===== config.mk =====
export PLATFORM = sky130hd
export DESIGN_NAME = dual_port_ram
export DESIGN_NICKNAME = d
export VERILOG_FILES = /design/src/logic/ntt_bank_pkg.sv /design/src/logic/dual_port_ram.sv
export SDC_FILE = /design/constraint.sdc
export NUM_CORES = 1
export LEC_CHECK = 0
export BUFFER_PORTS_ARGS = -buffer_cell sky130_fd_sc_hd__buf_2
export CAP_MARGIN = 40
export CORE_UTILIZATION = 65
export DETAILED_ROUTE_END_ITERATION = 6
export GPL_TIMING_DRIVEN = 0
export PLACE_DENSITY = 0.85
export SLEW_MARGIN = 20
export SYNTH_ARGS = -nofsm -noshare
export SYNTH_HDL_FRONTEND = slang
export SYNTH_SLANG_ARGS = --single-unit

===== constraint.sdc =====
create_clock -name clk_i -period 5.8 [get_ports clk_i]
set_input_delay 0.29 -clock clk_i [delete_from_list [all_inputs] [get_ports clk_i]]
set_output_delay 0.29 -clock clk_i [all_outputs]
set_load 0.01 [all_outputs]

===== src/logic/ntt_bank_pkg.sv =====
package ntt_bank_pkg;

   localparam int NUM_BANKS   = 8;
   localparam int COEFF_WIDTH = 12;
   localparam int ADDR_WIDTH  = 5;

   typedef logic [COEFF_WIDTH-1:0] coeff_t;
   typedef logic [ADDR_WIDTH-1:0]  bank_addr_t;
   typedef logic [NUM_BANKS-1:0]   bank_mask_t;

   // Field k belongs to lane k on input, bank k on output
   typedef struct packed {
      bank_addr_t [NUM_BANKS-1:0] port_a;
      bank_addr_t [NUM_BANKS-1:0] port_b;
   } pair_addr_t;

   typedef struct packed {
      coeff_t [NUM_BANKS-1:0] port_a;
      coeff_t [NUM_BANKS-1:0] port_b;
   } pair_data_t;

   // Lengths 2 to 16 share the direct routing
   typedef enum logic [1:0] {
      MODE_DIRECT = 2'd0,
      MODE_LEN32  = 2'd1,
      MODE_LEN64  = 2'd2,
      MODE_LEN128 = 2'd3
   } chain_mode_t;

endpackage


===== src/logic/dual_port_ram.sv =====
`timescale 1ns/100ps

module dual_port_ram import ntt_bank_pkg::*; (
   input  logic       clk_i,
   input  logic       we_i,
   input  bank_addr_t raddr_a_i,
   input  bank_addr_t raddr_b_i,
   input  bank_addr_t waddr_a_i,
   input  bank_addr_t waddr_b_i,
   input  coeff_t     din_a_i,
   input  coeff_t     din_b_i,
   output coeff_t     dout_a_o,
   output coeff_t     dout_b_o
);

   coeff_t mem [2**ADDR_WIDTH];

   // Port B written last so it wins on an address clash
   always_ff @(posedge clk_i) begin
      if (we_i) begin
         mem[waddr_a_i] <= din_a_i;
         mem[waddr_b_i] <= din_b_i;
      end
   end

   // Registered reads, old data on a same-cycle write
   always_ff @(posedge clk_i) begin
      dout_a_o <= mem[raddr_a_i];
      dout_b_o <= mem[raddr_b_i];
   end

endmodule


==> results <==
- Entering global routing, the biggest net connects 14 pins.
- The aggregate negative setup slack is 0 ps.
- The sequential area share after synthesis is 0.4974.
- For this design, the sink count on the clock tree is roughly 410.
- The total routing resource utilization after global routing is 0.4925.
- VDD sags by at most 0.2626 mV.
- The die is about 200 um tall.
- The growth of design area from synthesis to finish is 11.69%.
- Routability-driven placement finished with a final weighted congestion of 1.146.
- For this design, the CTS-stage hold fixing added 0 buffers.
- The final net count is 2046.
- The first routing iteration left 3098 violations.
- Setup violations remaining at the end of the flow were counted as 0.
- The core area is 36610 um^2.
- The post-route non-filler standard cell count is 2508.
- The final routed wire length divided by cell count is around 37 um.
- The total DRC errors in the routed layout is 24.
- In this run the number of H-tree levels came out at 2.
- The vias after detailed routing is 18.90k.
- Static timing analysis puts the maximum clock frequency at 356.5 MHz.
- In this run the worst hold path is classified as input port to register.
- The cell count after synthesis came out at 1850.
- The root buffer cell chosen for the clock tree is clkbuf_16.
- After global routing the overflow that remains totals 0.
- The initial antenna violation count is 7.
- The first global-routing pass estimated ~130000 um of wire.
- The clock transition at the registers of the reported paths is 60 ps.
- The power density over cell area is 264.8 nW/um^2.
- The number of buffers created by CTS is 43.
- The die extent in x is 194.7 um.
- Overall power consumption after layout is estimated at a little over 7000 uW.
- The clock reaches the later pin of the worst-skew pair after roughly 600 ps.
- Fill cells in the final layout number 2447.
- The initial core utilization is 0.6596.
- The setup clock skew after layout is 24.06 ps.
- Dividing the detail-routed via count by the number of cells gives 7.535.
- The number of core rows is 70.
- After synthesis the netlist holds a flip-flop and latch count of between 400 and 500.
- The remaining antenna violation count is 0.
- The highest fanout seen on the critical path is 10.
- STA classifies the critical path startpoint as an input port.
- Counting along the longest clock path gives a buffer depth of 3.
- The fraction of layout cells with a size suffix above 1 is 0.3348.
- The number of buffers inserted by port buffering is 63.
- For this run, the number of Yosys warnings is 0.
- Setup repair after global routing left no endpoint under its margin.
- Once the clock tree was built, the setup fixing pass inserted 0 buffers.
- The minimum clock period is 2805 ps.
- Once layout is complete, the utilization of the core stands at 0.7367.
- The worst setup path is captured at a register.
- Counting every net in the synthesized netlist gives 1896.
- Summed over all nets, the half-perimeter wirelength after detailed placement is around 68000 um.
- The data required time at the worst endpoint is 6190 ps.
- The library cells used most frequently in the layout, excluding fill and tap cells, are mux2i_1, edfxtp_1, mux2_2.
- The clock tree from TritonCTS is done.
- For the pin with the worst max-slew slack, the measured transition is 1003 ps.
- The tool flagged a number of max-cap violations equal to 0.
- Of all cell types, the one taking the most synthesized area is edfxtp_1.
- The die covers 37930 um^2.
- The final count of hold timing violations is 0.
- The data arrival time of the critical path is 3200 ps.
- The final reports fail on DRC.
- Summed over all layers, the routed wires come to 93880 um.
- The first detailed-routing pass ran for 7 iterations.
- Yosys attributes the largest share of cell area to edfxtp_1, mux2_2, mux2i_1.
- The run finished, with violations left.
- The final worst-path cycle share is 0.4837.
- The standby leakage power is 0.01003 uW.
- The number of library cell types mapped by synthesis is 37.
- In this run the count of I/O pins placed on the die edge is 70.
- A synthesized cell averages 13.05 um^2.
- In this run, placement finished with an instance count of about 2.4k.
- The final number of max-transition violations came to 0.
- The type of the worst setup path is input port to register.
- The share of Yosys cell area claimed by the top area cell type is 0.4775.
- The summed instance area of the synthesized netlist is 24150 um^2.
- The worst pin sits at a relative slew slack of 0.3262.
- The number of global-route vias before repair is about 18k.
- Gates resized during post-CTS repair numbered 0.
-- cells by family after synthesis --
logic type,after synthesis,synth area share
and+or+nand+nor,220,0.04948
buffers and inverters,206,0.04399
AOI/OAI and AO/OA,248,0.07088
muxes,768,0.3382
DFF,408,0.4974
-- through the flow --
stage	hold slack (ps)	setup WS [ps]	cell area (um^2)
4_1_cts	91.28	3361	26790
5_1_grt	96.03	3157	26950
2_1_floorplan	450.7	3460	24150
3_5_place_dp	656.2	2773	25460
6_report	88.34	2995	26970
3_3_place_gp	648.1	2039	25050
-- area by class of cell --
class	instances	area, um^2	share of cell area
diodes	9	22.52	0.0008350
plain buffers	206	1062	0.03939
clock buffers	61	1237	0.04588
clock inverters	15	100.1	0.003711
multi-input cells	1236	11190	0.4150
flip-flops and latches	408	12010	0.4454
well taps	468	585.6	0.02171
repair buffers	105	758.2	0.02811
-- power by group --
part / total, uW / internal [uW] / switching (uW)
clock: 2730 / 1530 / 1210
combinational: 1050 / 367 / 684
sequential: 3360 / 3320 / 39.8
total: 7140 / 5210 / 1930
-- flip-flops by register name (all words and copies together) (netlist names) --
register,flops
dout_a_o,12
dout_b_o,12
mem,384
-- per-layer routing --
layer  routed length (um)  vias up  global-route usage  share of wire
met5                   92        -                   0        0.00098
met4                 8338        4              0.3581          0.089
met3                14920      501              0.2155           0.16
met2                39020     1773              0.7118           0.42
met1                31510     9127              0.5848           0.34
li1                     -     7492                   -              -
-- synth_stat cells, drive strengths merged --
library cell and n:
and3b 1, nor3b 4, nor2 20, a31oi 24, mux2i 384, nand3b 9
and3 1, o21ai 16, a21oi 48, a22oi 96, edfxtp 384, nand2 66
nor3 25, clkbuf 111, nand4 24, nand2b 4, buf 95, or3b 4
or2 3, or3 1, and2 2, o22ai 16, nand3 52, a22o 48
dfxtp 24, nor2b 4, mux2 384
-- critical path, stage by stage --
cell and delay (ps):
buf_2 130, nor2_1 320, clkbuf_1 760, clkbuf_1 760
nand2_1 230, a31oi_1 420, nand3_1 280
-- final timing paths --
kind	startpoint	end	slack (ps)	depth (start not counted)
max	raddr_a_i[0]	dout_a_o[11]	2990	7
min reg2reg	mem[9][6]	dout_a_o[6]	670	4
max reg2reg	mem[0][1]	dout_a_o[1]	3770	5
min	din_a_i[10]	mem[1][10]	90	2
(Power assumes the default switching activity.)
