<file path="src/logic/ntt_bank_pkg.sv">
package ntt_bank_pkg;

   localparam int NUM_BANKS   = 8;
   localparam int COEFF_WIDTH = 12;
   localparam int ADDR_WIDTH  = 5;

   typedef logic [COEFF_WIDTH-1:0] coeff_t;
   typedef logic [ADDR_WIDTH-1:0]  bank_addr_t;
   typedef logic [NUM_BANKS-1:0]   bank_mask_t;

   // Field k belongs to lane k on input, bank k on output
   typedef struct packed {
      bank_addr_t [NUM_BANKS-1:0] port_a;
      bank_addr_t [NUM_BANKS-1:0] port_b;
   } pair_addr_t;

   typedef struct packed {
      coeff_t [NUM_BANKS-1:0] port_a;
      coeff_t [NUM_BANKS-1:0] port_b;
   } pair_data_t;

   // Lengths 2 to 16 share the direct routing
   typedef enum logic [1:0] {
      MODE_DIRECT = 2'd0,
      MODE_LEN32  = 2'd1,
      MODE_LEN64  = 2'd2,
      MODE_LEN128 = 2'd3
   } chain_mode_t;

endpackage

</file>
<file path="src/logic/read_addr_router.sv">
`timescale 1ns/100ps

module read_addr_router import ntt_bank_pkg::*; (
   input  logic        clk_i,
   input  logic        rst_i,
   input  logic        load_i,
   input  logic        exec_i,
   input  chain_mode_t mode_i,
   input  bank_addr_t  load_addr_a_i,
   input  bank_addr_t  load_addr_b_i,
   input  pair_addr_t  lane_addr_i,
   output pair_addr_t  raddr_o
);

   pair_addr_t perm_addr;

   // Lane to bank permutation for the current chain mode
   always_comb begin
      perm_addr = lane_addr_i;
      for (int k = 0; k < NUM_BANKS; k++) begin
         case (mode_i)
            MODE_LEN32: begin
               // Neighbouring banks split one butterfly group
               if (k % 2 == 0) begin
                  perm_addr.port_a[k] = lane_addr_i.port_a[k];
                  perm_addr.port_b[k] = lane_addr_i.port_a[k ^ 1];
               end else begin
                  perm_addr.port_a[k] = lane_addr_i.port_b[k ^ 1];
                  perm_addr.port_b[k] = lane_addr_i.port_b[k];
               end
            end
            MODE_LEN64: begin
               // Groups of four banks, a lanes then b lanes
               if (k % 4 < 2) begin
                  perm_addr.port_a[k] = lane_addr_i.port_a[(k / 4) * 4 + (k % 2) * 2];
                  perm_addr.port_b[k] = lane_addr_i.port_a[(k / 4) * 4 + (k % 2) * 2 + 1];
               end else begin
                  perm_addr.port_a[k] = lane_addr_i.port_b[(k / 4) * 4 + (k % 2) * 2];
                  perm_addr.port_b[k] = lane_addr_i.port_b[(k / 4) * 4 + (k % 2) * 2 + 1];
               end
            end
            MODE_LEN128: begin
               // Lower banks take a lanes, upper banks b lanes
               if (k < NUM_BANKS / 2) begin
                  perm_addr.port_a[k] = lane_addr_i.port_a[(k % 4) * 2];
                  perm_addr.port_b[k] = lane_addr_i.port_a[(k % 4) * 2 + 1];
               end else begin
                  perm_addr.port_a[k] = lane_addr_i.port_b[(k % 4) * 2];
                  perm_addr.port_b[k] = lane_addr_i.port_b[(k % 4) * 2 + 1];
               end
            end
            default: begin
               perm_addr.port_a[k] = lane_addr_i.port_a[k];
               perm_addr.port_b[k] = lane_addr_i.port_b[k];
            end
         endcase
      end
   end

   // Load wins over exec
   always_ff @(posedge clk_i or posedge rst_i) begin
      if (rst_i) begin
         raddr_o <= '0;
      end else if (load_i) begin
         raddr_o.port_a <= {NUM_BANKS{load_addr_a_i}};
         raddr_o.port_b <= {NUM_BANKS{load_addr_b_i}};
      end else if (exec_i) begin
         raddr_o <= perm_addr;
      end
   end

endmodule

</file>
<file path="config.mk">
export PLATFORM = sky130hd
export DESIGN_NAME = read_addr_router
export DESIGN_NICKNAME = d
export VERILOG_FILES = /design/src/logic/ntt_bank_pkg.sv /design/src/logic/read_addr_router.sv
export SDC_FILE = /design/constraint.sdc
export NUM_CORES = 1
export LEC_CHECK = 0
export BUFFER_PORTS_ARGS = -buffer_cell sky130_fd_sc_hd__buf_2
export CORE_MARGIN = 10
export CORE_UTILIZATION = 48
export DETAILED_ROUTE_END_ITERATION = 6
export PLACE_DENSITY = 0.78
export SYNTH_ARGS = -nofsm -noshare
export SYNTH_HDL_FRONTEND = slang
export SYNTH_SLANG_ARGS = --single-unit
</file>
<file path="constraint.sdc">
create_clock -name clk_i -period 2.9 [get_ports clk_i]
set_input_delay 0.145 -clock clk_i [delete_from_list [all_inputs] [get_ports clk_i]]
set_output_delay 0.145 -clock clk_i [all_outputs]
set_load 0.02 [all_outputs]
</file>
==> impl_metrics.ini <==
[timing]
fmax_mhz = 560
finalSetupViolCount = 0
min_period_ps = 1790
whs_ps = 30.2
drv_slew = 0
clock_skew_ps = 0
fin_tns_setup_ps = 0
rsz0062_at_grt = false
slew-limit-headroom_pct = 40.0
post-route-period-util_pct = 61.6
worst_pin_slew_ps = 898
hold_viol = 0

[finish]
reg_top3 = raddr_o x80
fin_nets = 757
layout-drive-gt1-share_pct = 31.0
multi_input_area_sq_um = 2400
layout_commonest_cell = buf_2
regMostFlops = raddr_o
syn_to_final_growth_pct = 22.4
diodes = 0
largest_reg_flops = 80
mostFrequentLayoutCells = buf_2, dfrtp_1, nand2_1, a21oi_1, nor2_1
regArea_sq_um = 2000
n_fill_cell = 899

[pwr]
p_per_area_nw_per_um2 = 503
ir_drop_mv = 0.205
leakage_nw = 2.78

[drt]
num_vias = 4839
dr.pass1.iters = 6
drtAntennaViolNets = 0
drt_iter0_drc = 511
post_drt_wl_per_cell_um = 22.2
routed_via_density = 6.09
drc = 0
routed_wl_um = 17700

[global_routing]
grt_max_degree = 53
grt_pass1_vias = 5044
grtUsageTotal_pct = 24.1
grt_pass1_wl_um = 27800
antenna_found_initial = 0
grt_overflow = 0

[synth]
synthCells = 505
ys_ff_latch = 80
synth_area_sq_um = 4710
yosys_warnings = 0
yosys.area.top_type = dfrtp_1
seq_area_frac_synth_pct = 42.5
synth.area.top_cells = dfrtp_1, mux2i_1, a211o_1, nand2_1, a21oi_1
syn_avg_cell_area_sq_um = 9.32
yosysTopAreaCellShare_pct = 42.5
synth.distinct_cells = 32
synth_nets = 606

[clock_network]
htree_levels = 3
cts_hold_buf = 1
cts_resized = 0
cts-root-buf = clkbuf_8
numClockSinks = 80
cts_tree = done
worstSkewPairLatency_ps = 360
numCtsBuffers = 9
cts_setup_buffers = 0
clk_path_buf_depth = 2
clk_pin_slew_ps = 100

[die]
die_width_um = 119
initial_core_util_pct = 48.6
row_count = 36
die_area_sq_um = 14200
core_area_sq_um = 9680
die_h_um = 119
ioPinCount = 176

[placed_design]
hpwl_um = 13200
portBuffers = 175
gp_congestion = 0.906

[critical_path]
endpoint = raddr_o[0]
cp-start-kind = input port
r2r_end = raddr_o[37]
r2r_cells = 3
reg2reg_from = raddr_o[37]
critPathArrivalTime_ps = 2030
cp.required_ps = 3140
cp-end-kind = register
cp_max_fo = 38
r2r_slack_ps = 1920
crit_type = in2reg
crit_start = mode_i[1]

[status]
outcome = finished clean

[run]
cap_viol_max_count = 0

[min_path]
hold_depth = 3
hp-class = in2reg
[synthesized netlist by cell type]
master,instances
a21boi_0,6
buf_4,9
nor2_4,1
a221oi_1,8
mux2i_1,30
inv_1,7
o22ai_1,2
dfrtp_1,80
a21oi_1,40
buf_1,1
a22oi_1,6
a222oi_1,8
or2_1,1
nand2b_1,24
a221o_1,20
nor2b_1,30
nand3_1,20
ha_1,5
o21ai_1,16
o311ai_1,8
inv_2,1
o211ai_1,6
a211o_1,30
a211oi_1,10
nor2_1,39
buf_6,4
clkbuf_2,1
clkbuf_1,10
and2_0,7
nand2_1,54
buf_2,20
buf_12,1
[critical path: stages]
cell	delay, ps
buf_2	270
inv_1	150
ha_2	580
buf_12	300
mux2i_1	340
a211o_1	180
nand2_1	50
[through the flow]
step | cells | total power, W | cell area, sq um | util [%] | worst slack, ps
after floorplan | 505 | 0.00181 | 4710 | - | 703
after global placement | 777 | 0.00211 | 5580 | 57.6 | 872
after detailed placement | 777 | 0.00213 | 5580 | 57.6 | 793
after CTS | 794 | 0.00290 | 5760 | 59.5 | 1170
after global routing | 794 | 0.00302 | 5760 | 59.5 | 1030
final | 794 | 0.00290 | 5760 | 59.5 | 1110
[where the power goes]
group | switching, W | internal, W
Sequential | 0.0000596 | 0.00123
Combinational | 0.000528 | 0.000302
Clock | 0.000465 | 0.000319
Total | 0.00105 | 0.00185
[worst min path at each step]
stage               startpoint  slack [ps]          end
2_1_floorplan  lane_addr_i[36]         300  raddr_o[36]
3_3_place_gp             rst_i         350  raddr_o[39]
3_5_place_dp             rst_i         350  raddr_o[44]
4_1_cts        lane_addr_i[36]          30  raddr_o[36]
5_1_grt        lane_addr_i[36]          70  raddr_o[36]
6_report       lane_addr_i[36]          30  raddr_o[36]
[logic make-up after synthesis]
family | share of synthesized area [%]
AND/OR/NAND/NOR | 18.0
AO/OA/AOI/OAI | 25.2
flip-flops | 42.5
buffers and inverters | 6.56
multiplexers | 6.38
adder cells (fa/ha/maj) | 1.33
[layer usage]
metal / wire length, um / vias to the layer above / GRT usage (%)
li1: - / 2153 / -
met1: 7070 / 2343 / 30.5
met2: 8010 / 300 / 37.4
met3: 1930 / 43 / 7.09
met4: 657 / 0 / 10.5
met5: 0 / - / 0
[final cells by class]
class / count / area share (%)
Clock buffer: 9 / 2.15
Timing Repair Buffer: 186 / 17.1
Inverter: 8 / 0.543
Tap cell: 133 / 2.89
Sequential cell: 80 / 34.7
Multi-Input combinational cell: 371 / 41.6
Clock inverter: 7 / 0.955
(Power assumes the default switching activity.)
