<file path="config.mk">
export PLATFORM = sky130hd
export DESIGN_NAME = writeback_addr_delay
export DESIGN_NICKNAME = d
export VERILOG_FILES = /design/src/logic/ntt_bank_pkg.sv /design/src/logic/writeback_addr_delay.sv
export SDC_FILE = /design/constraint.sdc
export NUM_CORES = 1
export LEC_CHECK = 0
export BUFFER_PORTS_ARGS = -buffer_cell sky130_fd_sc_hd__buf_2
export CELL_PAD_IN_SITES_DETAIL_PLACEMENT = 1
export CELL_PAD_IN_SITES_GLOBAL_PLACEMENT = 1
export CORE_ASPECT_RATIO = 0.5
export CORE_MARGIN = 2
export CORE_UTILIZATION = 45
export CTS_BUF_LIST = sky130_fd_sc_hd__clkbuf_4
export DETAILED_ROUTE_END_ITERATION = 10
export PLACE_DENSITY = 0.82
export SLEW_MARGIN = 20
export SYNTH_ARGS = -nofsm -noshare
export SYNTH_HDL_FRONTEND = slang
export SYNTH_SLANG_ARGS = --single-unit
</file>
<file path="constraint.sdc">
create_clock -name clk_i -period 49.7 [get_ports clk_i]
set_input_delay 9.94 -clock clk_i [delete_from_list [all_inputs] [get_ports clk_i]]
set_output_delay 9.94 -clock clk_i [all_outputs]
set_load 0.01 [all_outputs]
</file>
<file path="src/logic/ntt_bank_pkg.sv">
package ntt_bank_pkg;

   localparam int NUM_BANKS   = 8;
   localparam int COEFF_WIDTH = 12;
   localparam int ADDR_WIDTH  = 5;

   typedef logic [COEFF_WIDTH-1:0] coeff_t;
   typedef logic [ADDR_WIDTH-1:0]  bank_addr_t;
   typedef logic [NUM_BANKS-1:0]   bank_mask_t;

   // Field k belongs to lane k on input, bank k on output
   typedef struct packed {
      bank_addr_t [NUM_BANKS-1:0] port_a;
      bank_addr_t [NUM_BANKS-1:0] port_b;
   } pair_addr_t;

   typedef struct packed {
      coeff_t [NUM_BANKS-1:0] port_a;
      coeff_t [NUM_BANKS-1:0] port_b;
   } pair_data_t;

   // Lengths 2 to 16 share the direct routing
   typedef enum logic [1:0] {
      MODE_DIRECT = 2'd0,
      MODE_LEN32  = 2'd1,
      MODE_LEN64  = 2'd2,
      MODE_LEN128 = 2'd3
   } chain_mode_t;

endpackage

</file>
<file path="src/logic/writeback_addr_delay.sv">
`timescale 1ns/100ps

module writeback_addr_delay import ntt_bank_pkg::*; #(
   parameter int DELAY_STAGES = 7
) (
   input  logic       clk_i,
   input  logic       rst_i,
   input  logic       exec_i,
   input  pair_addr_t lane_addr_i,
   output pair_addr_t delayed_addr_o
);

   pair_addr_t stage_q [DELAY_STAGES];

   // Advances once per exec, stage 0 holds the newest
   always_ff @(posedge clk_i or posedge rst_i) begin
      if (rst_i) begin
         for (int i = 0; i < DELAY_STAGES; i++) begin
            stage_q[i] <= '0;
         end
      end else if (exec_i) begin
         stage_q[0] <= lane_addr_i;
         for (int i = 1; i < DELAY_STAGES; i++) begin
            stage_q[i] <= stage_q[i-1];
         end
      end
   end

   assign delayed_addr_o = stage_q[DELAY_STAGES-1];

endmodule

</file>
==> impl_metrics.csv <==
group,metric,value,unit
run_status,outcome,"complete, no violations",
die,die-area,0.0497,mm²
pwr,static-leakage-power,10.6,nW
yosys,netlist_instances,1263,
timing,timing_hold_violations_final,0,
cells_and_area,area_delta_synth_final,10.7,%
die,core_region_area,0.0470,mm²
pwr,vdd.ir_drop.worst,0.0166,mV
cells_and_area,post_route_cells_drive_above_1_share,61.6,%
timing,rsz0062_at_grt,"false",
placed_design,numPortBuffers,162,
die,initial_utilization,45.8,%
critical_path,required_time_at_the_endpoint_of_the_critical_path,50530,ps
drt,drtAntennaViolNets,0,
die,num_ports,163,
global_routing,grt_max_degree,184,
drt,wl_per_cell,16.6,µm
timing,setup_viol_count_final,0,
pwr,clockPowerShare,32.3,%
pwr,power.density_cell_area,49.9,mW/mm²
drt,vias_per_cell,4.80,
drt,dr.first_iter.drc_count,448,
pwr,cellInternalPower,881,µW
hold_path,timing.hold.worst_path_depth,1,
yosys,mappedNetlistArea,0.0215,mm²
yosys,yosysWarningCount,0,
critical_path,critical_path.cell_chain,"buf_2, inv_8, buf_12, buf_6",
yosys,post_synth_mux_area_share,29.3,%
timing,worst_slew_margin_rel,34.4,%
cts,cts-root-buf,"clkbuf_4",
timing,timing_worst_slew_pin_value,984,ps
job,cap_violations,0,
timing,finalMaxSlewViolations,0,
critical_path,slowest_delay,710,ps
pwr,reg_power_share,52.7,%
cts,cts.htree.levels,4,
drt,wirelength,35800,µm
global_routing,first_pass_grt_wire_length,59700,µm
timing,final_min_period_over_clock_period,23.2,%
die,die_height,159,µm
cells_and_area,finish.net_count,1507,
global_routing,number_of_antenna_violations_at_the_first_check_in_global_routing,3,
global_routing,globalRouteOverflowTotal,0,
critical_path,cp_max_fo,176,
yosys,post_synthesis_compound_gate_area_fraction,0,%
drt,detailed_router_iteration_count_before_antenna_repair,4,
cts,clock_tree.buffer_depth,3,
cells_and_area,num-fill-cells,4525,
timing,fmax,0.0869,GHz
yosys,post_synth_xor_area_fraction,0,%
yosys,main_combinational_cell_family_by_area_after_synthesis,"multiplexers",
timing,setup_total_negative_slack,0,ps
yosys,ys_seq_area_share,65.1,%
cts,cts_tree,"yes",
hold_path,hold_class,"reg -> reg",
critical_path,critical_path.endpoint_type,"asynchronous set/reset pin",
critical_path,startpoint_type,"primary input",
placed_design,dp_hpwl,22200,µm
cts,clock_sinks,560,
critical_path,setup.worst_path.class,"in -> async",
cts,clkSlewWorstSetupHoldPaths,60,ps
cts,cts_setup_buffers,0,
cts,ctsHoldBuffers,0,
critical_path,critPathArrivalTime,12350,ps
pwr,power,1.19,mW
critical_path,worst_path_max_delay_cell,"buf_12",
timing,clock_skew,66.1,ps
yosys,distinct_cell_type_count_of_the_synthesized_netlist,6,
die,fp-row-count,56,
critical_path,reg2reg_depth,1,
placed_design,gp_congestion,0.694,
pwr,power.combinational.fraction,15.0,%
yosys,mean_syn_cell_area,17.0,µm²
drt,detail_route.drc_violations,0,
global_routing,grt_use_total,15.0,%
timing,fin_crit,11510,ps
cts,worstSkewPairLatency,830,ps
yosys,yosys.area_share.adder,0,%
yosys,nets_in_the_synthesized_netlist,1346,
timing,setup_ws,38190,ps
yosys,synth-seq-cells,560,
placed_design,place_worst_setup_slack,36830,ps
pwr,switching_power,307,µW
cts,postCtsResizedCells,0,
global_routing,first_global_vias,11900,
drt,detailroute.via_count,10300,
pwr,power.switching_fraction,25.8,%
yosys,synth-simple-area-share,0,%
die,floorplan.die.width,313,µm
cts,cts-buffers-inserted,130,
## synth_stat cells
master / n / share of area (%)
inv_1: 1 / 0.017
buf_4: 81 / 2.8
buf_6: 44 / 2.3
mux2_2: 560 / 29
dfrtp_1: 560 / 65
buf_2: 17 / 0.40
## final timing paths
check	from	to	slack, ps
setup / recovery	rst_i	stage_q[241]	38190
hold / removal	stage_q[425]	stage_q[345]	460
setup reg to reg	stage_q[101]	delayed_addr_o[21]	48870
hold reg to reg	stage_q[425]	stage_q[345]	460
max in group clk_i	delayed_addr_o[31]	delayed_addr_o[31]	38380
min in group asynchronous	rst_i	stage_q[454]	9310
## metal layers
layer | GRT usage, % | wire [µm]
met5 | 0 | 0
met4 | 6.31 | 628
met3 | 4.55 | 1550
met2 | 27.6 | 19800
met1 | 16.2 | 13900
## per-stage QoR
step / hold slack, ps / area (µm²) / instances / util [%]
final: 462 / 23800 / 2156 / 50.7
after global routing: 484 / 23800 / 2156 / 50.7
after CTS: 464 / 23800 / 2152 / 50.6
after detailed placement: 488 / 22000 / 1929 / 46.9
after global placement: 483 / 22000 / 1929 / 46.9
after floorplan: 475 / 21500 / 1263 / -
## area by class of cell
class | count | area [µm²] | share of cell area [%]
flip-flops and latches | 560 | 14000 | 58.8
multi-input cells | 560 | 6310 | 26.5
diodes | 3 | 7.51 | 0.0315
repair buffers | 171 | 945 | 3.97
inverters | 1 | 11.3 | 0.0473
clock buffers | 184 | 1380 | 5.80
well taps | 638 | 798 | 3.35
clock inverters | 39 | 353 | 1.48
## registers in the layout, indices dropped and copies added, names as in the netlist
| register | cells |
|---|---|
| delayed_addr_o | 80 |
| stage_q | 480 |
## critical path, delay by kind of cell
| family | cells | cell delay [ps] |
|---|---|---|
| buffers and inverters | 4 | 2130 |
## cells in the final DEF (no fill, tap or decap)
| cell | Yosys | routed |
|---|---|---|
| buf_6 | 44 | 3 |
| buf_8 | 0 | 1 |
| clkbuf_4 | 0 | 184 |
| clkinv_4 | 0 | 3 |
| inv_2 | 0 | 3 |
| clkinv_1 | 0 | 22 |
| buf_2 | 17 | 161 |
| buf_12 | 0 | 2 |
| buf_4 | 81 | 3 |
| clkinv_2 | 0 | 3 |
| mux2_2 | 560 | 560 |
| buf_16 | 0 | 1 |
| clkinvlp_4 | 0 | 1 |
| diode_2 | 0 | 3 |
| inv_8 | 0 | 1 |
| bufinv_16 | 0 | 7 |
| dfrtp_1 | 560 | 560 |
## power by group through the flow
| stage | clock [mW] | sequential (mW) | combinational, mW |
|---|---|---|---|
| final | 0.383 | 0.626 | 0.179 |
| after global routing | 0.425 | 0.643 | 0.196 |
| after CTS | 0.401 | 0.629 | 0.184 |
| after detailed placement | 0 | 0.637 | 0.183 |
| after global placement | 0 | 0.626 | 0.171 |
| after floorplan | 0 | 0.612 | 0.170 |
## cell families (layout without fill, tap and decap cells)
family	count (synthesis)	in the layout
other	0	3
muxes	560	560
buffers and inverters	143	395
DFF	560	560
Power figures use the tool's default switching activity.
