==> src/logic/ntt_bank_pkg.sv <==
package ntt_bank_pkg;

   localparam int NUM_BANKS   = 8;
   localparam int COEFF_WIDTH = 12;
   localparam int ADDR_WIDTH  = 5;

   typedef logic [COEFF_WIDTH-1:0] coeff_t;
   typedef logic [ADDR_WIDTH-1:0]  bank_addr_t;
   typedef logic [NUM_BANKS-1:0]   bank_mask_t;

   // Field k belongs to lane k on input, bank k on output
   typedef struct packed {
      bank_addr_t [NUM_BANKS-1:0] port_a;
      bank_addr_t [NUM_BANKS-1:0] port_b;
   } pair_addr_t;

   typedef struct packed {
      coeff_t [NUM_BANKS-1:0] port_a;
      coeff_t [NUM_BANKS-1:0] port_b;
   } pair_data_t;

   // Lengths 2 to 16 share the direct routing
   typedef enum logic [1:0] {
      MODE_DIRECT = 2'd0,
      MODE_LEN32  = 2'd1,
      MODE_LEN64  = 2'd2,
      MODE_LEN128 = 2'd3
   } chain_mode_t;

endpackage

==> src/logic/write_port_ctrl.sv <==
`timescale 1ns/100ps

module write_port_ctrl import ntt_bank_pkg::*; (
   input  logic       clk_i,
   input  logic       rst_i,
   input  logic       load_i,
   input  logic       write_i,
   input  bank_mask_t mask_i,
   input  bank_addr_t load_addr_a_i,
   input  bank_addr_t load_addr_b_i,
   input  coeff_t     load_data_a_i,
   input  coeff_t     load_data_b_i,
   input  pair_addr_t delayed_addr_i,
   input  pair_data_t wb_data_i,
   output pair_addr_t waddr_o,
   output pair_data_t wdata_o,
   output bank_mask_t we_o
);

   always_ff @(posedge clk_i or posedge rst_i) begin
      if (rst_i) begin
         waddr_o <= '0;
         wdata_o <= '0;
         we_o    <= '0;
      end else if (load_i) begin
         // Same pair to every bank, mask picks the targets
         waddr_o.port_a <= {NUM_BANKS{load_addr_a_i}};
         waddr_o.port_b <= {NUM_BANKS{load_addr_b_i}};
         wdata_o.port_a <= {NUM_BANKS{load_data_a_i}};
         wdata_o.port_b <= {NUM_BANKS{load_data_b_i}};
         we_o           <= mask_i;
      end else if (write_i) begin
         // Write-back goes to the oldest held lane addresses
         waddr_o <= delayed_addr_i;
         wdata_o <= wb_data_i;
         we_o    <= mask_i;
      end else begin
         we_o <= '0;
      end
   end

endmodule

==> config.mk <==
export PLATFORM = sky130hd
export DESIGN_NAME = write_port_ctrl
export DESIGN_NICKNAME = d
export VERILOG_FILES = /design/src/logic/ntt_bank_pkg.sv /design/src/logic/write_port_ctrl.sv
export SDC_FILE = /design/constraint.sdc
export NUM_CORES = 1
export LEC_CHECK = 0
export CORE_AREA = 10 10 173 297
export CTS_CLUSTER_DIAMETER = 40
export DETAILED_ROUTE_END_ITERATION = 16
export DIE_AREA = 0 0 183 307
export DONT_BUFFER_PORTS = 1
export PLACE_DENSITY = 0.41
export SLEW_MARGIN = 30
export SYNTH_ARGS = -nofsm -noshare
export SYNTH_HDL_FRONTEND = slang
export SYNTH_SLANG_ARGS = --single-unit
==> constraint.sdc <==
create_clock -name clk_i -period 12.1 [get_ports clk_i]
set_clock_uncertainty 0.2 [all_clocks]
set_input_delay 2.42 -clock clk_i [delete_from_list [all_inputs] [get_ports clk_i]]
set_output_delay 2.42 -clock clk_i [all_outputs]
set_load 0.05 [all_outputs]
==> flow_metrics.env, run 1 <==
export IMPL_place_gp_congestion=0.763
export IMPL_drc_errors=0
export IMPL_preCtsSetupSlack_ns=7.20
export IMPL_clk_pin_slew_ns=0.06
export IMPL_fin_total_pwr_mw=2.92
export IMPL_core_sq_um=46500
export IMPL_syn_to_final_growth_pct=12.2
export IMPL_p_seq_share_pct=50.1
export IMPL_required_ns=9.48
export IMPL_vias=7608
export IMPL_start_util_pct=29.5
export IMPL_p_int_mw=1.96
export IMPL_relSlewSlack_pct=51.7
export IMPL_pwr_density_cell_nw_per_um2=189
export IMPL_port_buffers=0
export IMPL_layout_commonest_cell="mux2_2"
export IMPL_setup_viol=0
export IMPL_path_class="flip-flop to output port"
export IMPL_place_hpwl_um=35600
export IMPL_status="finished, final reports clean"
export IMPL_crit_path_end_kind="output port"
export IMPL_cts_setup_buffers=0
export IMPL_ys_seq_area_share_pct=51.0
export IMPL_yosysWarnings=0
export IMPL_pwr_share_comb_pct=7.6
export IMPL_synth_cells=894
export IMPL_track_usage_pct=16.6
export IMPL_utilization_pct=33.1
export IMPL_cts_inserted_buffers=40
export IMPL_clock_fmax_mhz=257
export IMPL_via_per_inst=5.04
export IMPL_fin_nets=1197
export IMPL_regArea_sq_um=7010
export IMPL_fin_crit_sh_pct=32.2
export IMPL_multi_input_area_sq_um=6180
export IMPL_drt_initial_drc_count=425
export IMPL_mappedNetlistArea_sq_um=13700
export IMPL_grt_overflow_total=0
export IMPL_drive_gt1_share_pct=67.7
export IMPL_antenna_found_initial=24
export IMPL_clockRootBuffer="clkbuf_16"
export IMPL_syn_area_per_cell_sq_um=15.4
export IMPL_mostFrequentLayoutCells="mux2_2 (544), dfrtp_1 (280), clkbuf_16 (41)"
export IMPL_grt_pass1_wl_um=68000
export IMPL_synth_cell_types=9
export IMPL_synth_fp_nets=1212
export IMPL_start_kind="flip-flop"
export IMPL_drt_pass1_iter_count=4
export IMPL_post_cts_resized=0
export IMPL_cts_hold_buf=0
export IMPL_tightest_slew_ns=0.724
export IMPL_cts_sinks=280
export IMPL_drv_slew=0
export IMPL_finalCriticalPeriod_ns=3.89
export IMPL_fp_dieW_um=183
export IMPL_cts_buffer_depth=3
export IMPL_switching_share_pct=32.7
export IMPL_synth_seq_cells=280
export IMPL_ant_nets=0
export IMPL_grt_max_degree=274
export IMPL_clockPowerShare_pct=42.3
export IMPL_irDropWorstVdd_mv=0.107
export IMPL_netSwitchingPower_uw=953
export IMPL_rows=105
export IMPL_tns_ns=0
export IMPL_p_leak_nw=6.12
export IMPL_grt_pass1_vias=8240
export IMPL_clk_latency_ns=0.52
export IMPL_drv_cap=0
export IMPL_hp_class="flip-flop to flip-flop"
export IMPL_rsz0062_at_grt="no"
export IMPL_hold_viol_final=0
export IMPL_hold_ws_ns=0.824
export IMPL_cp_max_fo=2
export IMPL_h_tree_depth=2
export IMPL_wl_per_cell_um=32.5
export IMPL_wl_um=49100
export IMPL_die_h_um=307
export IMPL_ioPinCount=598
export IMPL_fill_cells=4567
export IMPL_crit_arrival_ns=1.27
export IMPL_fp_dieArea_sq_um=56200
export IMPL_worst_slack_ns=8.21
export IMPL_cts_tree="done"
## final cells by class
| type | instances | share of cell area, % |
|---|---|---|
| Inverter | 1 | 0.106 |
| Sequential cell | 280 | 45.5 |
| Timing Repair Buffer | 3 | 0.171 |
| Antenna cell | 11 | 0.179 |
| Multi-Input combinational cell | 553 | 40.1 |
| Clock inverter | 21 | 1.78 |
| Tap cell | 588 | 4.78 |
| Clock buffer | 53 | 7.41 |
## cell usage after synthesis
cell type  instances  area share (%)
dfrtp_1          280              51
buf_6              5            0.41
clkbuf_1           3           0.082
nor2_1             1           0.027
clkbuf_8          25             2.5
buf_2             27            0.98
nor2b_1            8            0.36
mux2_2           544              45
inv_1              1           0.027
## cell families after synthesis
kind of cell	after synthesis	synth area share, %
simple gates	9	0.392
flops	280	51.0
mux	544	44.6
buf+inv	61	4.01
## worst paths after layout
check / startpoint / to / slack [ns] / cells past startpoint
worst max-delay path: wdata_o[1] / wdata_o[1] / 8.21 / 0
worst min-delay path: wdata_o[95] / wdata_o[95] / 0.82 / 2
worst max register to register: wdata_o[1] / wdata_o[1] / 10.53 / 2
worst min register to register: wdata_o[95] / wdata_o[95] / 0.82 / 2
max in group asynchronous: rst_i / wdata_o[31] / 8.37 / 3
min in group asynchronous: rst_i / wdata_o[154] / 1.64 / 1
## power by group through the flow
stage                     registers [mW]  clock network [mW]  logic (mW)
after floorplan                     1.43                   0       0.243
after global placement              1.49                   0       0.219
after detailed placement            1.48                   0       0.226
after CTS                           1.47                1.27       0.226
after global routing                1.47                1.31       0.247
final                               1.46                1.23       0.223
## sequential cells by signal (all words and copies together), names as in the netlist
signal and cells:
wdata_o 192, we_o 8, waddr_o 80
## metal layers
metal | GRT usage, % | part of all wire, % | vias up | routed length (um)
li1 | - | - | 3245 | -
met1 | 15.9 | 32 | 3789 | 15600
met2 | 29.3 | 52 | 480 | 25500
met3 | 9.68 | 14 | 78 | 6840
met4 | 4.90 | 2.1 | 16 | 1050
met5 | 0 | 0.23 | - | 113
## per-stage QoR
step	std cells	instance area [sq um]
2_1_floorplan	894	13700
3_3_place_gp	1425	14000
4_1_cts	1499	15400
5_1_grt	1505	15400
3_5_place_dp	1425	14000
6_report	1510	15400
## tightest hold or removal path, stage by stage (launching register included)
cell	delay, ns
dfrtp_1	0.63
mux2_2	0.24
mux2_2	0.13
(Power assumes the default switching activity.)
==> inputs of run 2 (changes only) <==
Clock period 12.1 ns to 4 ns, I/O delays scaled along.
==> run 2 against run 1 <==
Compared with the run above: clock power grew to 3.0 times the previous value; hold slack worse by 0.60 ns; non-clock buffer count up 4; first-iteration DRC count decreased by 20%; flip-flop and latch count stayed put; largest cell class unchanged.
==> flow_metrics.env, run 2 (synthesis results as in run 1) <==
export IMPL_grt_pass1_vias=8259
export IMPL_rsz0062_at_grt="no"
export IMPL_grt_pass1_wl_um=68200
export IMPL_tightest_slew_ns=0.919
export IMPL_irDropWorstVdd_mv=0.362
export IMPL_finalCriticalPeriod_ns=2.25
export IMPL_rrSetupSlack_ns=2.45
export IMPL_drc_errors=0
export IMPL_place_hpwl_um=35700
export IMPL_clk_latency_ns=0.52
export IMPL_rr_worst_depth=2
export IMPL_start_util_pct=29.5
export IMPL_fp_dieW_um=183
export IMPL_reg2reg_to="wdata_o[102]"
export IMPL_largest_reg_flops=192
export IMPL_crit_cells=0
export IMPL_fill_cells=4628
export IMPL_cts_tree="done"
export IMPL_p_leak_nw=6.14
export IMPL_antenna_found_initial=24
export IMPL_drv_slew=0
export IMPL_layout_commonest_cell="mux2_2"
export IMPL_grt_max_degree=274
export IMPL_mostFrequentLayoutCells="mux2_2 (544), dfrtp_1 (280), clkbuf_16 (41)"
export IMPL_fp_dieArea_sq_um=56200
export IMPL_fin_total_pwr_mw=8.78
export IMPL_hp_class="primary input to flip-flop"
export IMPL_track_usage_pct=16.7
export IMPL_setup_viol=0
export IMPL_cts_sinks=280
export IMPL_place_area_sq_um=14000
export IMPL_drv_cap=0
export IMPL_fin_nets=1200
export IMPL_cts_inserted_buffers=39
export IMPL_required_ns=3.00
export IMPL_relSlewSlack_pct=38.8
export IMPL_hold_ws_ns=0.221
export IMPL_grt_overflow_total=0
export IMPL_vias=7589
export IMPL_reg_largest_list="wdata_o: 192 flops, waddr_o: 80 flops, we_o: 8 flops"
export IMPL_fin_crit_sh_pct=56.2
export IMPL_pwr_density_cell_nw_per_um2=570
export IMPL_cp_max_fo=2
export IMPL_status="finished, final reports clean"
export IMPL_endpoint="wdata_o[0]"
export IMPL_hold_viol_final=0
export IMPL_crit_arrival_ns=1.25
export IMPL_core_sq_um=46500
export IMPL_h_tree_depth=2
export IMPL_clockRootBuffer="clkbuf_16"
export IMPL_port_buffers=0
export IMPL_wl_um=49600
export IMPL_drive_gt1_share_pct=68.0
export IMPL_design_area_sq_um=15400
export IMPL_ioPinCount=598
export IMPL_cts_buffer_depth=3
export IMPL_regArea_sq_um=7010
export IMPL_post_cts_resized=0
export IMPL_start_kind="flip-flop"
export IMPL_critPathLaunch="wdata_o[0]"
export IMPL_path_class="flip-flop to output port"
export IMPL_die_h_um=307
export IMPL_drt_initial_drc_count=340
export IMPL_top_register="wdata_o"
export IMPL_ant_nets=0
export IMPL_place_gp_congestion=0.738
export IMPL_crit_path_end_kind="output port"
export IMPL_rows=105
export IMPL_clock_fmax_mhz=445
export IMPL_clk_pin_slew_ns=0.06
export IMPL_multi_input_area_sq_um=6180
export IMPL_r2r_start="wdata_o[102]"
export IMPL_syn_to_final_growth_pct=12.3
export IMPL_via_per_inst=5.03
export IMPL_drt_pass1_iter_count=4
export IMPL_wl_per_cell_um=32.9
[run 2: cell count changes in the layout (fill, tap and decap cells not counted), sizes merged]
cell | before | now
buf | 3 | 6
clkbuf | 53 | 48
clkinv | 7 | 11
clkinvlp | 7 | 5
diode | 11 | 8
dlygate4sd3 | 0 | 1
[run 2: worst min path at each step]
stage / from / to / slack [ns] / cells after the start
after CTS: load_data_b_i[11] / wdata_o[59] / 0.19 / 1
after floorplan: mask_i[0] / we_o[0] / 0.74 / 1
final: load_data_b_i[11] / wdata_o[59] / 0.22 / 1
after detailed placement: rst_i / wdata_o[29] / 0.56 / 1
after global routing: load_addr_a_i[2] / waddr_o[42] / 0.18 / 1
after global placement: rst_i / wdata_o[29] / 0.54 / 1
[run 2: cell type report]
cell class	instances	area share (%)
Timing Repair Buffer	7	0.519
Sequential cell	280	45.4
Multi-Input combinational cell	553	40.1
Clock buffer	48	7.15
Antenna cell	8	0.130
Tap cell	588	4.77
Clock inverter	23	1.87
Inverter	1	0.0487
[run 2: what timing repair did]
action	4_1_cts	5_1_grt
hold buffers	1	0
buffers inserted	0	0
endpoints found under the hold margin	14	0
[run 2: per-stage QoR]
| stage | setup TNS [ns] | utilization, % | cells | worst slack (ns) |
|---|---|---|---|---|
| after CTS | 0 | 33.1 | 1500 | 1.68 |
| after floorplan | -198.05 | - | 894 | -0.707 |
| after global placement | 0 | 30.1 | 1428 | 2.12 |
| after detailed placement | 0 | 30.1 | 1428 | 2.07 |
| final | 0 | 33.2 | 1508 | 1.75 |
| after global routing | 0 | 33.1 | 1506 | 1.69 |
[run 2: where the power goes]
part	leakage (nW)	switching, mW	internal (mW)
clock	0.673	1.39	2.30
sequential	3.27	1.32	3.10
combinational	2.20	0.184	0.495
[run 2: layer usage]
metal,GRT usage (%),routed length (um),vias up
met1,15.6,15600,3801
met2,30.2,26200,465
met4,4.95,1060,18
met3,9.47,6650,79
met5,0,149,-
li1,-,-,3226
==> inputs of run 3 (changes only) <==
Settings changed: PLACE_DENSITY 0.41 to 0.43.
Clock period 4 ns to 2 ns, I/O delays scaled along.
==> run 3 against run 2 <==
Compared with the run above: the flow now finishes with violations (negative hold slack, max-slew violations, negative setup slack); combinational power grew to 8.2 times the previous value; hold slack got worse by 0.22 ns; power grew 120%; count of clock-buffer cells in the layout increased by 6; sequential power increased by 49%; design area up 34%; critical path type is now primary input to flip-flop; critical endpoint is now we_o[6]; largest power group is now clock; highest routed layer unchanged.
==> flow_metrics.env, run 3 (synthesis results as in run 1) <==
export IMPL_track_usage_pct=18.6
export IMPL_grt_pass1_wl_um=78500
export IMPL_hp_class="primary input to flip-flop"
export IMPL_top_register="wdata_o"
export IMPL_finalCriticalPeriod_ns=2.53
export IMPL_hold_ws_ns=-0.00371
export IMPL_p_leak_nw=8.83
export IMPL_drv_slew=31
export IMPL_rows=105
export IMPL_wl_um=54000
export IMPL_core_sq_um=46500
export IMPL_drv_cap=0
export IMPL_fp_dieW_um=183
export IMPL_netSwitchingPower_mw=6.10
export IMPL_fin_nets=1803
export IMPL_p_int_mw=13.1
export IMPL_cp_max_fo=273
export IMPL_drc_errors=0
export IMPL_fp_dieArea_sq_um=56200
export IMPL_clk_pin_slew_ns=0.06
export IMPL_utilization_pct=44.6
export IMPL_switching_share_pct=31.8
export IMPL_cts_inserted_buffers=39
export IMPL_irDropWorstVdd_mv=0.732
export IMPL_layout_commonest_cell="mux2_2"
export IMPL_antenna_found_initial=28
export IMPL_clockPowerShare_pct=36.7
export IMPL_tightest_slew_ns=1.52
export IMPL_grt_pass1_vias=11200
export IMPL_fin_crit_sh_pct=126
export IMPL_port_buffers=0
export IMPL_post_cts_resized=0
export IMPL_required_ns=2.21
export IMPL_path_class="primary input to flip-flop"
export IMPL_relSlewSlack_pct=-1.31
export IMPL_grt_max_degree=274
export IMPL_pwr_share_comb_pct=29.0
export IMPL_crit_arrival_ns=2.73
export IMPL_syn_to_final_growth_pct=50.9
export IMPL_cts_sinks=280
export IMPL_vias=9896
export IMPL_die_h_um=307
export IMPL_place_area_sq_um=16100
export IMPL_clk_latency_ns=0.52
export IMPL_start_kind="primary input"
export IMPL_h_tree_depth=2
export IMPL_p_seq_share_pct=34.4
export IMPL_ioPinCount=598
export IMPL_placed_cells_incl_taps=1705
export IMPL_failed_checks="negative hold slack, max-slew violations, negative setup slack"
export IMPL_cts_buffer_depth=3
export IMPL_ant_nets=0
export IMPL_place_gp_congestion=0.777
export IMPL_rsz0062_at_grt="no"
export IMPL_grt_overflow_total=0
export IMPL_drive_gt1_share_pct=58.9
export IMPL_final_cells=2110
export IMPL_mostFrequentLayoutCells="mux2_2 (544), dlygate4sd3_1 (326), dfrtp_1 (280)"
export IMPL_worst_slack_ns=-0.528
export IMPL_wl_per_cell_um=25.6
export IMPL_start_util_pct=29.5
export IMPL_preCtsSetupSlack_ns=0.592
export IMPL_status="finished with violations"
export IMPL_via_per_inst=4.69
export IMPL_pwr_density_cell_nw_per_um2=924
export IMPL_drt_initial_drc_count=369
export IMPL_clock_fmax_mhz=396
export IMPL_setup_viol=156
export IMPL_clockRootBuffer="clkbuf_16"
export IMPL_reg_largest_list="wdata_o: 192 flops, waddr_o: 80 flops, we_o: 8 flops"
export IMPL_place_hpwl_um=37100
export IMPL_drt_pass1_iter_count=4
export IMPL_design_area_sq_um=20700
export IMPL_fill_cells=4355
export IMPL_largest_reg_flops=192
export IMPL_crit_path_end_kind="flip-flop"
export IMPL_hold_viol_final=1
export IMPL_cts_tree="done"
[run 3: cell types whose count changed in the layout (fill, tap and decap cells not counted), sizes merged]
cell	delta
dlygate4sd3	+325
buf	+278
clkbuf	+6
clkinv	-4
diode	+3
bufinv	-2
clkinvlp	-2
inv	-2
[run 3: final timing paths]
check	startpoint	endpoint	slack, ns	cells after the start
max in group asynchronous	rst_i	wdata_o[104]	0.68	4
worst max register to register	waddr_o[74]	waddr_o[74]	0.15	3
worst min-delay path	write_i	wdata_o[90]	-0.004	2
worst min register to register	waddr_o[47]	waddr_o[47]	0.43	2
min in group asynchronous	rst_i	wdata_o[19]	0.24	3
worst max-delay path	write_i	we_o[6]	-0.53	3
[run 3: routing by layer]
| layer | vias to the layer above | GRT usage (%) | routed length, um |
|---|---|---|---|
| met5 | - | 0 | 155 |
| li1 | 4450 | - | - |
| met3 | 112 | 8.68 | 5950 |
| met1 | 4851 | 18.4 | 18100 |
| met4 | 24 | 6.31 | 1710 |
| met2 | 459 | 33.3 | 28000 |
[run 3: layout make-up]
| type | instances | area (sq um) | share of cell area [%] |
|---|---|---|---|
| Multi-Input combinational cell | 553 | 6180 | 29.8 |
| Clock buffer | 54 | 1140 | 5.52 |
| Clock inverter | 13 | 156 | 0.755 |
| Inverter | 1 | 7.51 | 0.0362 |
| Tap cell | 588 | 736 | 3.55 |
| Sequential cell | 280 | 7010 | 33.8 |
| Timing Repair Buffer | 610 | 5470 | 26.4 |
| Antenna cell | 11 | 27.5 | 0.133 |
[run 3: critical path, cell delays in order]
cell and delay (ns):
nor2_1 0.92, nor2b_1 0.11, dlygate4sd3_1 0.59
[run 3: power groups by stage]
stage | Sequential [mW] | Clock [mW] | Combinational [mW]
final | 6.58 | 7.03 | 5.55
after global routing | 6.66 | 7.51 | 5.81
after CTS | 6.59 | 7.27 | 5.56
after detailed placement | 6.68 | 0 | 4.56
after global placement | 6.66 | 0 | 4.54
after floorplan | 8.64 | 0 | 1.47
[run 3: through the flow]
stage | power [mW] | TNS [ns] | hold slack, ns
floorplan | 10.1 | -646.05 | 0.338
global placement | 11.2 | 0 | 0.170
detailed placement | 11.2 | 0 | 0.163
CTS | 19.4 | 0 | 0.00851
global route | 20.0 | 0 | 0.0181
finish | 19.2 | -47.64 | -0.00371
[run 3: repair_timing]
item,in CTS,in global routing
hold endpoints to repair,560,0
hold buffers,327,0
buffers inserted,0,0
